`src/hw/arp_pkg.sv`:
```
`default_nettype none

package arp_pkg;

  // --------------------------------------------------------------------------
  // ARP header constants (Ethernet / IPv4 only)
  // --------------------------------------------------------------------------
  localparam logic [15:0] ARP_HTYPE_ETH  = 16'h0001;
  localparam logic [15:0] ARP_PTYPE_IPV4 = 16'h0800;
  localparam logic [7:0]  ARP_HLEN       = 8'd6;
  localparam logic [7:0]  ARP_PLEN       = 8'd4;

  localparam int ARP_LEN = 28; // payload bytes, no ethernet header

  typedef enum logic [15:0] {
    ARP_OP_REQUEST = 16'd1,
    ARP_OP_REPLY   = 16'd2
  } arp_oper_e;

  // --------------------------------------------------------------------------
  // table sizing and resolve timing
  // --------------------------------------------------------------------------
  localparam int TABLE_SIZE  = 8;
  localparam int ARP_TIMEOUT = 64; // cycles between retries
  localparam int ARP_RETRIES = 3;  // requests before giving up

  localparam int TABLE_IDX_W = $clog2(TABLE_SIZE);
  localparam int TIMER_W     = $clog2(ARP_TIMEOUT);
  localparam int RETRY_W     = $clog2(ARP_RETRIES + 1);

endpackage : arp_pkg

`default_nettype wire
```
`src/hw/arp_core.sv`:
```
`timescale 1ns/1ps
`default_nettype none

module arp_core (
  input  logic        clk,
  input  logic        arst_n,
  input  logic [47:0] mac_addr,
  input  logic [31:0] ipv4_addr,
  input  logic        rx_valid,
  input  logic [7:0]  rx_data,
  input  logic        rx_last,
  output logic        tx_valid,
  output logic [7:0]  tx_data,
  output logic        tx_last,
  input  logic        tbl_req,
  input  logic [31:0] tbl_ipv4,
  output logic        tbl_val,
  output logic [47:0] tbl_mac,
  output logic        tbl_err,
  output logic        tbl_busy
);

  import arp_pkg::*;

  logic        rx_done;
  logic        send_reply;
  logic [47:0] rx_sha;
  logic [31:0] rx_spa;
  arp_oper_e   rx_oper;

  logic        send_req;
  logic [31:0] req_tpa;

  logic        send_tx;
  logic        tx_busy;
  arp_oper_e   tx_oper;
  logic [47:0] tx_tha;
  logic [31:0] tx_tpa;

  logic        rep_pend;
  logic        req_pend;
  logic [47:0] rep_tha;
  logic [31:0] rep_tpa;
  logic [31:0] req_tpa_q;
  logic        issue;
  logic        req_stale;

  arp_rx u_rx (
    .clk        (clk),
    .arst_n     (arst_n),
    .ipv4_addr  (ipv4_addr),
    .rx_valid   (rx_valid),
    .rx_data    (rx_data),
    .rx_last    (rx_last),
    .rx_done    (rx_done),
    .send_reply (send_reply),
    .rx_sha     (rx_sha),
    .rx_spa     (rx_spa),
    .rx_oper    (rx_oper)
  );

  arp_tx u_tx (
    .clk       (clk),
    .arst_n    (arst_n),
    .mac_addr  (mac_addr),
    .ipv4_addr (ipv4_addr),
    .send_tx   (send_tx),
    .tx_oper   (tx_oper),
    .tx_tha    (tx_tha),
    .tx_tpa    (tx_tpa),
    .tx_busy   (tx_busy),
    .tx_valid  (tx_valid),
    .tx_data   (tx_data),
    .tx_last   (tx_last)
  );

  // every accepted frame teaches the table its sender pair
  arp_table u_table (
    .clk       (clk),
    .arst_n    (arst_n),
    .learn     (rx_done),
    .learn_ip  (rx_spa),
    .learn_mac (rx_sha),
    .tbl_req   (tbl_req),
    .tbl_ipv4  (tbl_ipv4),
    .tbl_val   (tbl_val),
    .tbl_mac   (tbl_mac),
    .tbl_err   (tbl_err),
    .tbl_busy  (tbl_busy),
    .send_req  (send_req),
    .req_tpa   (req_tpa)
  );

  // --------------------------------------------------------------------------
  // reply / request chooser, replies first
  // --------------------------------------------------------------------------
  assign issue     = (rep_pend || req_pend) && !tx_busy && !send_tx;
  assign req_stale = rx_done && (rx_oper == ARP_OP_REPLY) && (rx_spa == req_tpa_q);

  always_ff @(posedge clk or negedge arst_n) begin
    if (!arst_n) begin
      rep_pend <= 1'b0;
      req_pend <= 1'b0;
      send_tx  <= 1'b0;
    end else begin
      send_tx <= issue;
      if (issue) begin
        if (rep_pend) rep_pend <= 1'b0;
        else          req_pend <= 1'b0;
      end
      if (req_stale) req_pend <= 1'b0;   // answer already here, skip the request
      if (send_reply) rep_pend <= 1'b1;  // newer reply overwrites
      if (send_req)   req_pend <= 1'b1;
    end
  end

  always_ff @(posedge clk) begin
    if (send_reply) begin
      rep_tha <= rx_sha;
      rep_tpa <= rx_spa;
    end
    if (send_req) req_tpa_q <= req_tpa;
    if (issue) begin
      if (rep_pend) begin
        tx_oper <= ARP_OP_REPLY;
        tx_tha  <= rep_tha;
        tx_tpa  <= rep_tpa;
      end else begin
        tx_oper <= ARP_OP_REQUEST;
        tx_tha  <= '0; // unknown target mac
        tx_tpa  <= req_tpa_q;
      end
    end
  end

endmodule : arp_core

`default_nettype wire

```
`src/hw/arp_table.sv`:
```
`timescale 1ns/1ps
`default_nettype none

module arp_table (
  input  logic        clk,
  input  logic        arst_n,
  input  logic        learn,
  input  logic [31:0] learn_ip,
  input  logic [47:0] learn_mac,
  input  logic        tbl_req,
  input  logic [31:0] tbl_ipv4,
  output logic        tbl_val,
  output logic [47:0] tbl_mac,
  output logic        tbl_err,
  output logic        tbl_busy,
  output logic        send_req,
  output logic [31:0] req_tpa
);

  import arp_pkg::*;

  typedef enum logic [1:0] {
    ST_IDLE,
    ST_LOOKUP,
    ST_REQUEST,
    ST_WAIT
  } table_state_e;

  table_state_e           state;
  logic [TABLE_SIZE-1:0]  ent_val;
  logic [31:0]            ent_ip  [TABLE_SIZE];
  logic [47:0]            ent_mac [TABLE_SIZE];
  logic [TABLE_IDX_W-1:0] wr_ptr;   // round-robin victim
  logic [31:0]            ip_q;     // address being resolved
  logic [TIMER_W-1:0]     timer;
  logic [RETRY_W-1:0]     tries;
  logic [31:0]            lk_ip;
  logic                   lk_hit;
  logic [TABLE_IDX_W-1:0] lk_idx;
  logic                   ln_hit;
  logic [TABLE_IDX_W-1:0] ln_idx;
  logic                   timeout;
  logic                   ln_match; // learned pair answers the pending miss

  // parallel compare against all valid entries, lowest index wins
  function automatic logic [TABLE_IDX_W:0] find_entry(input logic [31:0] ip);
    logic [TABLE_IDX_W:0] res;
    res = '0;
    for (int i = TABLE_SIZE - 1; i >= 0; i--) begin
      if (ent_val[i] && (ent_ip[i] == ip)) res = {1'b1, TABLE_IDX_W'(i)};
    end
    return res;
  endfunction

  assign lk_ip              = (state == ST_IDLE) ? tbl_ipv4 : ip_q;
  assign {lk_hit, lk_idx}   = find_entry(lk_ip);
  assign {ln_hit, ln_idx}   = find_entry(learn_ip);
  assign ln_match           = learn && (learn_ip == ip_q);
  assign timeout            = timer == TIMER_W'(ARP_TIMEOUT - 1);

  // --------------------------------------------------------------------------
  // learning, update in place or replace the next slot
  // --------------------------------------------------------------------------
  always_ff @(posedge clk or negedge arst_n) begin
    if (!arst_n) begin
      ent_val <= '0;
      wr_ptr  <= '0;
    end else if (learn && !ln_hit) begin
      ent_val[wr_ptr] <= 1'b1;
      wr_ptr <= (wr_ptr == TABLE_IDX_W'(TABLE_SIZE - 1)) ? '0 : wr_ptr + 1'b1;
    end
  end

  always_ff @(posedge clk) begin
    if (learn) begin
      if (ln_hit) begin
        ent_mac[ln_idx] <= learn_mac;
      end else begin
        ent_ip[wr_ptr]  <= learn_ip;
        ent_mac[wr_ptr] <= learn_mac;
      end
    end
  end

  // --------------------------------------------------------------------------
  // lookup and resolve FSM
  // --------------------------------------------------------------------------
  always_ff @(posedge clk or negedge arst_n) begin
    if (!arst_n) begin
      state    <= ST_IDLE;
      tbl_val  <= 1'b0;
      tbl_err  <= 1'b0;
      send_req <= 1'b0;
      timer    <= '0;
      tries    <= '0;
    end else begin
      tbl_val  <= 1'b0;
      tbl_err  <= 1'b0;
      send_req <= 1'b0;
      case (state)
        ST_IDLE: begin
          if (tbl_req) begin
            if (lk_hit) begin
              tbl_val <= 1'b1;
            end else begin
              send_req <= 1'b1; // first request right away
              tries    <= RETRY_W'(1);
              timer    <= '0;
              state    <= ST_WAIT;
            end
          end
        end
        ST_WAIT: begin
          timer <= timer + 1'b1;
          if (ln_match) begin
            state <= ST_LOOKUP;
          end else if (timeout) begin
            if (tries == RETRY_W'(ARP_RETRIES)) begin
              tbl_err <= 1'b1;
              state   <= ST_IDLE;
            end else begin
              state <= ST_REQUEST;
            end
          end
        end
        ST_REQUEST: begin
          if (ln_match) begin
            state <= ST_LOOKUP;
          end else begin
            send_req <= 1'b1;
            tries    <= tries + 1'b1;
            timer    <= '0;
            state    <= ST_WAIT;
          end
        end
        ST_LOOKUP: begin
          // entry written last cycle, read it back
          if (lk_hit) begin
            tbl_val <= 1'b1;
            state   <= ST_IDLE;
          end else begin
            state <= ST_WAIT;
          end
        end
        default: state <= ST_IDLE;
      endcase
    end
  end

  always_ff @(posedge clk) begin
    if ((state == ST_IDLE) && tbl_req) ip_q <= tbl_ipv4;
    if (((state == ST_IDLE) && tbl_req) || (state == ST_LOOKUP)) begin
      if (lk_hit) tbl_mac <= ent_mac[lk_idx];
    end
  end

  assign tbl_busy = state != ST_IDLE;
  assign req_tpa  = ip_q;

endmodule : arp_table

`default_nettype wire

```
`src/hw/arp_tx.sv`:
```
`timescale 1ns/1ps
`default_nettype none

module arp_tx (
  input  logic               clk,
  input  logic               arst_n,
  input  logic [47:0]        mac_addr,
  input  logic [31:0]        ipv4_addr,
  input  logic               send_tx,
  input  arp_pkg::arp_oper_e tx_oper,
  input  logic [47:0]        tx_tha,
  input  logic [31:0]        tx_tpa,
  output logic               tx_busy,
  output logic               tx_valid,
  output logic [7:0]         tx_data,
  output logic               tx_last
);

  import arp_pkg::*;

  logic                 busy;
  logic [4:0]           cnt;
  logic                 cnt_end;
  arp_oper_e            oper_q;
  logic [47:0]          tha_q;
  logic [31:0]          tpa_q;
  logic [ARP_LEN*8-1:0] frame;

  // --------------------------------------------------------------------------
  // payload image in wire order, sender fields straight from the device
  // --------------------------------------------------------------------------
  assign frame = {
    ARP_HTYPE_ETH,
    ARP_PTYPE_IPV4,
    ARP_HLEN,
    ARP_PLEN,
    oper_q,
    mac_addr,
    ipv4_addr,
    tha_q,
    tpa_q
  };

  assign cnt_end = cnt == 5'(ARP_LEN - 1);

  always_ff @(posedge clk or negedge arst_n) begin
    if (!arst_n) begin
      busy <= 1'b0;
      cnt  <= '0;
    end else if (!busy) begin
      cnt <= '0;
      if (send_tx) busy <= 1'b1;
    end else begin
      cnt <= cnt + 1'b1;
      if (cnt_end) busy <= 1'b0;
    end
  end

  // header latched once per frame, a send while busy is dropped
  always_ff @(posedge clk) begin
    if (send_tx && !busy) begin
      oper_q <= tx_oper;
      tha_q  <= tx_tha;
      tpa_q  <= tx_tpa;
    end
  end

  assign tx_busy  = busy;
  assign tx_valid = busy;
  assign tx_last  = busy && cnt_end;
  assign tx_data  = frame[8*(ARP_LEN-1-int'(cnt)) +: 8]; // byte 0 is the msb

endmodule : arp_tx

`default_nettype wire

```
`src/hw/arp_rx.sv`:
```
`timescale 1ns/1ps
`default_nettype none

module arp_rx (
  input  logic               clk,
  input  logic               arst_n,
  input  logic [31:0]        ipv4_addr,
  input  logic               rx_valid,
  input  logic [7:0]         rx_data,
  input  logic               rx_last,
  output logic               rx_done,
  output logic               send_reply,
  output logic [47:0]        rx_sha,
  output logic [31:0]        rx_spa,
  output arp_pkg::arp_oper_e rx_oper
);

  import arp_pkg::*;

  logic [4:0]  cnt;      // byte index, saturates at 31
  logic        err;
  logic        byte_bad;
  logic [15:0] oper_q;
  logic [47:0] sha_q;
  logic [31:0] spa_q;
  logic [23:0] tpa_q;    // tpa minus its last byte
  logic        oper_ok;
  logic        accept;
  logic        tgt_hit;

  // constant header bytes, anything past the payload is an error
  always_comb begin
    byte_bad = 1'b0;
    case (cnt)
      5'd0:    byte_bad = rx_data != ARP_HTYPE_ETH[15:8];
      5'd1:    byte_bad = rx_data != ARP_HTYPE_ETH[7:0];
      5'd2:    byte_bad = rx_data != ARP_PTYPE_IPV4[15:8];
      5'd3:    byte_bad = rx_data != ARP_PTYPE_IPV4[7:0];
      5'd4:    byte_bad = rx_data != ARP_HLEN;
      5'd5:    byte_bad = rx_data != ARP_PLEN;
      default: byte_bad = cnt >= 5'(ARP_LEN);
    endcase
  end

  assign oper_ok = (oper_q == ARP_OP_REQUEST) || (oper_q == ARP_OP_REPLY);
  assign tgt_hit = {tpa_q, rx_data} == ipv4_addr; // last byte still on the bus
  assign accept  = rx_valid && rx_last && !err && !byte_bad && oper_ok &&
                   (cnt == 5'(ARP_LEN - 1));

  always_ff @(posedge clk or negedge arst_n) begin
    if (!arst_n) begin
      cnt        <= '0;
      err        <= 1'b0;
      rx_done    <= 1'b0;
      send_reply <= 1'b0;
    end else begin
      rx_done    <= accept;
      send_reply <= accept && (oper_q == ARP_OP_REQUEST) && tgt_hit;
      if (rx_valid) begin
        if (rx_last) begin
          cnt <= '0;
          err <= 1'b0;
        end else begin
          if (cnt != 5'd31) cnt <= cnt + 1'b1;
          if (byte_bad) err <= 1'b1;
        end
      end
    end
  end

  // field capture, shifted in msb first
  always_ff @(posedge clk) begin
    if (rx_valid) begin
      case (cnt) inside
        [5'd6:5'd7]:   oper_q <= {oper_q[7:0], rx_data};
        [5'd8:5'd13]:  sha_q  <= {sha_q[39:0], rx_data};
        [5'd14:5'd17]: spa_q  <= {spa_q[23:0], rx_data};
        [5'd24:5'd26]: tpa_q  <= {tpa_q[15:0], rx_data};
        default: ;
      endcase
    end
    if (accept) begin
      rx_sha  <= sha_q;
      rx_spa  <= spa_q;
      rx_oper <= arp_oper_e'(oper_q);
    end
  end

endmodule : arp_rx

`default_nettype wire

```
`config.mk`:
```
export PLATFORM = sky130hd
export DESIGN_NAME = arp_core
export DESIGN_NICKNAME = d
export VERILOG_FILES = /design/src/hw/arp_pkg.sv /design/src/hw/arp_core.sv /design/src/hw/arp_table.sv /design/src/hw/arp_tx.sv /design/src/hw/arp_rx.sv
export SDC_FILE = /design/constraint.sdc
export NUM_CORES = 2
export LEC_CHECK = 0
export BUFFER_PORTS_ARGS = -buffer_cell sky130_fd_sc_hd__buf_2
export CAP_MARGIN = 10
export CELL_PAD_IN_SITES_DETAIL_PLACEMENT = 0
export CELL_PAD_IN_SITES_GLOBAL_PLACEMENT = 1
export CORE_ASPECT_RATIO = 0.6
export CORE_MARGIN = 2
export CORE_UTILIZATION = 40
export DETAILED_ROUTE_END_ITERATION = 8
export PLACE_DENSITY_LB_ADDON = 0.1
export RECOVER_POWER = 25
export SETUP_SLACK_MARGIN = 0.15
export SKIP_LAST_GASP = 1
export SLEW_MARGIN = 5
export SYNTH_ARGS = -nofsm -noshare
export SYNTH_HDL_FRONTEND = slang
export SYNTH_HIERARCHICAL = 1
export SYNTH_SLANG_ARGS = --single-unit
```
`constraint.sdc`:
```
create_clock -name clk -period 7.8 [get_ports clk]
set_input_delay 1.56 -clock clk [delete_from_list [all_inputs] [get_ports clk]]
set_output_delay 1.56 -clock clk [all_outputs]
set_load 0.02 [all_outputs]
```
* After elaboration in Yosys (flattened, before gate mapping)
Memory sizes are Yosys's and may differ from the RTL's. A register that Yosys moved wholly into a read port is not among the register bits.
Index checks and enable logic that the tools add are counted.
** Word-level totals
- Register bits :: 593
- Bits in writable memories :: 640
- Input port bits :: 125
- Output and inout bits :: 61
- Logic and storage cells :: 244
- Memories :: 2
** Cells by class
- Add/subtract/negate cells :: 6
- Magnitude comparators :: 11
- Eq/ne operators :: 45
- Shift operators :: 1
- Muxes and demuxes :: 73
- Bitwise logic cells :: 4
- Reductions and logical operators :: 68
** Memory list
- u_table.ent_mac :: depth 8, bits a word 48, rd ports 1, clocked after memory_dff 1, write ports 1, line arp_table.sv:32 : logic [47:0] ent_mac [TABLE_SIZE];
- u_table.ent_ip :: depth 8, bits a word 32, rd ports 8, clocked after memory_dff 0, write ports 1, line arp_table.sv:31 : logic [31:0] ent_ip [TABLE_SIZE];
** Operators with widths (count)
- 32-bit == test :: 19
- 224-bit by 32-bit indexed part select with 8-bit output :: 1
- 32-bit two-way mux :: 2
- 4-bit two-way mux :: 16
- 48-bit two-way mux :: 1
- 48-bit OR reduction :: 1
- 1-bit logical AND :: 37
- 16-bit by 2-bit == test with 1-bit output (second input constant) :: 2
- 1-bit two-way mux :: 28
- 2-bit two-way mux :: 11
- 6-bit two-way mux :: 3
- 6-bit one-hot mux with 3 select lines :: 1
- 16-bit by 1-bit == test with 1-bit output (second input constant) :: 1
- 8-bit by 3-bit != test with 1-bit output (second input constant) :: 2
- 5-bit two-way mux :: 3
- 4-bit AND reduction :: 3
- 5-bit by 1-bit adder with 5-bit output (second input constant) :: 2
- 5-bit by 2-bit == test with 1-bit output (second input constant) :: 2
- 5-bit by 3-bit == test with 1-bit output (second input constant) :: 2
- 5-bit == test (second input constant) :: 2
- 5-bit by 4-bit greater-or-equal comparator with 1-bit output (second input constant) :: 2
- 5-bit greater-or-equal comparator (second input constant) :: 2
- 5-bit <= comparator (second input constant) :: 2
- 2-bit AND reduction :: 5
- other kinds (37) :: 58

* Logic depth before layout (Yosys ltp)
An unclocked memory read counts as a cell.
- Word-level depth :: 16
- Mapped depth :: 18
- Gate-level depth less buffers :: 12

* Hierarchy
Netlist, hierarchy kept.
** By module, submodules not included
- arp_table :: times used 1, cells each 2581, area each 34855.9 um^2, sequential area each 22221.3 um^2
- arp_rx :: times used 1, cells each 344, area each 7569.8 um^2, sequential area each 6686.4 um^2
- arp_core :: times used 1, cells each 343, area each 7040.5 um^2, sequential area each 5900.7 um^2
- arp_tx :: times used 1, cells each 307, area each 4887.2 um^2, sequential area each 3032.9 um^2

* Worst setup path after synthesis
OpenSTA, ideal clock, no wires.
- Kind :: input port to flip-flop
- Start point :: in tbl_ipv4[5]
- End point :: reg u_table.tbl_mac[0] (read register of u_table.ent_mac), enable pin
- Setup time :: 513 ps
- Data arrival time :: 7234 ps
- Required time :: 7287 ps
- Slack :: 53 ps
- Cell stages on the path :: 10
- Buffers on the path :: 1
- Path through :: or3b_2 > and2_1 > clkbuf_1 > xnor2_1 > or4_1 > or4_1 > nor4_2 > a21o_1 > nor4b_1 > nor3_1
** On the way
- Longest elaborated chain between the ends :: 12
- Elaborated cells between the ends (all ways) :: 26
- Those cells by class :: eq/ne (8); mux (9); reduce/logical (9)
** RTL lines
- start: declaration :: line arp_core.sv:16 : input logic [31:0] tbl_ipv4,
- 32-bit two-way mux (*) :: line arp_table.sv:55 : assign lk_ip = (state == ST_IDLE) ? tbl_ipv4 : ip_q;
- 32-bit == test :: line arp_table.sv:50 : if (ent_val[i] && (ent_ip[i] == ip)) res = {1'b1, TABLE_IDX_W'(i)};
- 1-bit logical AND :: line arp_table.sv:50
- 4-bit two-way mux (7 in series) :: line arp_table.sv:50
- 4-bit two-way mux (*) :: line arp_table.sv:50
- 2-bit AND reduction (no line)
- end: declaration :: line arp_table.sv:13 : output logic [47:0] tbl_mac,
Mark *: on every way between the ends. The rest lies on a longest branch, timed or not.
A chain may end at the register's enable or synchronous reset.

* Final worst setup path
- Start point :: reg u_rx.rx_spa[10]
- End point :: mem u_table.ent_mac[1][46], enable pin
** On the way
- Longest elaborated chain between the ends :: 15
- Elaborated cells between the ends (all ways) :: 33
- Those cells by class :: eq/ne (8); mux (16); reduce/logical (9)
** RTL lines
- start: declaration :: line arp_rx.sv:14 : output logic [31:0] rx_spa,
- start signal: assignment :: line arp_rx.sv:84 : rx_spa <= spa_q;
- 32-bit == test :: line arp_table.sv:50
- 1-bit logical AND :: line arp_table.sv:50
- 4-bit two-way mux (7 in series) :: line arp_table.sv:50
- 4-bit two-way mux (*) :: line arp_table.sv:50
- 1-bit two-way mux :: line arp_table.sv:76 : if (ln_hit) begin
- 1-bit two-way mux :: line arp_table.sv:75 : if (learn) begin
- 1-bit two-way mux (not written as such) :: line arp_table.sv:80 : ent_mac[wr_ptr] <= learn_mac;
- 48-bit OR reduction (no line)
- 3-bit two-way mux (no line) / 1-bit two-way mux (equally long branches)
- end: declaration :: line arp_table.sv:32
Marks and branches as above.

==> metrics <==
Area Growth Syn to Fin 14.4%; Die W 480 microns; Finish-stage setup viols 0; VDD IR max 0.000173 V; clk buf depth 3; TritonCTS clock tree done; Via density roughly 6; IO buf count between 150 and 200; CP Cell Sequence clkbuf_1 > xnor2_1 > nand4_1 > nor4_1 > nand4_1 > nand2b_1 > or2_2 > nor3_1 > a22o_1 > nand2_1 > nor2_4 > buf_4; area fraction of the dominant cell type after synthesis between 60% and 70%; Initial Util 40.4%; post-route DRC violation count 0; multi-input logic area 15400 sq um; Unique masters post-synth a little under 100; leak pwr around 21 nW; ys flop type edfxtp_1; ys async rst share under 10%; Max-Cap Viols 2; Critical Path Source Type register; dpl ws between 1 and 1.5 ns; antenna violations before repair 19; Int Pwr approximately 11 mW; failing checks capacitance limit, slew limit; H-tree depth 3; setup ws final 1.39 ns; Seq pwr share 52.5%; EDFF count, synth approximately 1200; count leader, synth edfxtp_1; register bit total from synthesis roughly 1300; synth cell count leaders edfxtp_1 (1226), xor2_1 (302), xnor2_1 (240); combinational share of power 5.3%; Iteration-0 DRC Markers between 5000 and 6000; Reg clk slew, reported paths 0.07 ns; Detailed Route WL approximately 200000 microns; global placement routability congestion 0.999; Placeable Area about 130000 sq um; RSZ-0062 raised after global routing no; worst-path fanout max 24; Boundary Pins between 150 and 200; crit path DAT around 6.8 ns; vias in the first global route 31300; cell accounting for the most synthesized area edfxtp_1; Pwr Density approximately 230 nW/um^2; crit path time final roughly 6.4 ns; Syn Inst Count roughly 3600; setup TNS 0 ns; Least-Margin Pin Slew 2.08 ns; Via Count approximately 34000; clock sinks between 1000 and 1500; sequential cell area fraction in the yosys report slightly below 70%; TritonCTS Buffers 117; Crit path top cell by count nand4_1; Sw Ratio 22.9%; Peak Freq 0.156 GHz; Nets about 4000; status finished, violations left; Clk Latency, worst-skew pair about 0.77 ns; gr usage total roughly 28%; Net Sw Power roughly 3.3 mW; Die ar. 139000 sq um; Fillers between 10000 and 15000; WS Path Type reg -> reg; Synth Warn # 6; share of layout cells above drive strength 1 17.2%; CTS Hold Buffers Added 0; largest net degree at the start of global routing 82; clock network power share 42.2%; post-route ant nets 0; Post-CTS Setup Bufs 0; final hold vios 0; Worst setup EP type register; DRT Pass-1 Iters 8; WP data required 8.22 ns; height of the die between 200 and 300 microns; HPWL after DPL 134000 microns; CP max stage cell clkbuf_1; routed wire length per instance approximately 34 microns; Root Driver clkbuf_16; Relative slew margins -38.6%; row count 104; post-cts sizing count 0; first-pass GRT wire length 265000 microns; worst-case clock skew between 0.04 and 0.05 ns; synthesized area per cell approximately 15 sq um; final cycle utilization of the critical path between 80% and 90%; CP max stage delay roughly 1.5 ns; Seq. cell area 37900 sq um; hold crit path type reg -> reg; max-slew violation count 32; gr ovfl total 0; area of the mapped netlist about 54000 sq um; Synth area leaders edfxtp_1 (68%), xor2_1 (4.9%), xnor2_1 (3.9%); Final Power 14.4 mW
[worst paths after layout]
path	startpoint	endpoint	slack, ns	cells after the start
max in group asynchronous	arst_n	u_tx/cnt[0]$_DFF_PN0_	5.75	2
min in group asynchronous	arst_n	u_table/ent_val[5]$_DFFE_PN0P_	0.76	1
setup reg to reg	u_rx/rx_spa[10]$_DFFE_PP_	u_table/ent_mac[1][46]$_DFFE_PP_	1.39	12
setup / recovery	u_rx/rx_spa[10]$_DFFE_PP_	u_table/ent_mac[1][46]$_DFFE_PP_	1.39	12
hold / removal	tx_tha[29]$_SDFFCE_PN0P_	u_tx/tha_q[29]$_DFFE_PP_	0.40	0
hold reg to reg	tx_tha[29]$_SDFFCE_PN0P_	u_tx/tha_q[29]$_DFFE_PP_	0.40	0
[per-layer routing]
layer	up-vias	part of all wire, %	track usage (%)
met5	-	0	0
met4	0	1.7	5.43
met3	220	12	8.59
met2	1951	37	34.5
met1	17700	49	45.8
li1	14300	-	-
[power by group through the flow]
stage	Combinational (mW)	Clock (mW)	Sequential (mW)
6_report	0.762	6.08	7.57
3_5_place_dp	0.765	0	7.72
5_1_grt	0.818	6.45	7.58
4_1_cts	0.768	6.20	7.57
3_3_place_gp	0.765	0	7.72
2_1_floorplan	0.535	0	7.63
[metrics by stage]
stage / cells / util [%] / instance area [sq um] / hold slack (ns)
final: 5775 / 46.3 / 62200 / 0.404
after global routing: 5765 / 46.2 / 62100 / 0.409
after CTS: 5765 / 46.3 / 62200 / 0.402
after detailed placement: 5546 / 43.3 / 58200 / 0.405
after global placement: 5546 / 43.3 / 58200 / 0.400
after floorplan: 3588 / - / 54400 / 0.400
[final cells by class]
class,instances,area share [%]
sequential,1267,60.9
multi-input combinational,1997,24.7
clock buffer,125,4.76
tap,1802,3.63
timing repair buffer,328,3.39
clock inverter,94,1.69
inverter,152,0.918
antenna,10,0.0402
[cell usage in the layout (no fill, tap or decap), types with 66 or more instances in the layout]
| cell type | count |
|---|---|
| a21oi_1 | 169 |
| and2_1 | 67 |
| buf_2 | 184 |
| buf_4 | 112 |
| clkbuf_16 | 117 |
| edfxtp_1 | 1226 |
| inv_1 | 150 |
| mux2_2 | 66 |
| mux2i_1 | 71 |
| nand4_1 | 68 |
| nor4_1 | 93 |
| o21ai_0 | 88 |
| o22ai_1 | 76 |
| xnor2_1 | 240 |
| xor2_1 | 302 |
[critical path: cells and delay by family, from the launching register on]
kind	cells	cell delay (ns)
AOI/OAI and AO/OA	1	0.48
xor gates and xnor gates	1	0.30
buffers and inverters	2	1.88
DFF	1	0.32
and+or+nand+nor	8	3.02
[logic make-up after synthesis]
kind of cell	Yosys count	synth area share [%]
XOR/XNOR	542	8.73
buffers and inverters	324	2.62
flip-flops	1267	69.6
adder cells (fa/ha/maj)	13	0.299
other	1	0.00690
AND/OR/NAND/NOR	617	6.77
multiplexers	197	4.45
AO/OA/AOI/OAI	614	7.50
[registers in the layout (all words and copies together), names as in the netlist, 5 cells and up]
register / flops
rep_tpa: 32
u_rx/rx_spa: 32
u_table/req_tpa: 32
u_rx/rx_sha: 48
u_table/ent_val: 8
req_tpa_q: 32
tx_tha: 48
u_table/tbl_mac: 48
u_rx/spa_q: 32
u_tx/tha_q: 48
u_tx/cnt: 5
u_rx/cnt: 5
u_rx/tpa_q: 24
rep_tha: 48
u_rx/sha_q: 48
u_table/timer: 6
u_rx/rx_oper: 16
u_table/ent_ip: 256
u_table/ent_mac: 384
u_tx/tpa_q: 32
tx_tpa: 32
u_tx/oper_q: 16
u_rx/oper_q: 16
Note: power is estimated with default switching activity, not from simulation.
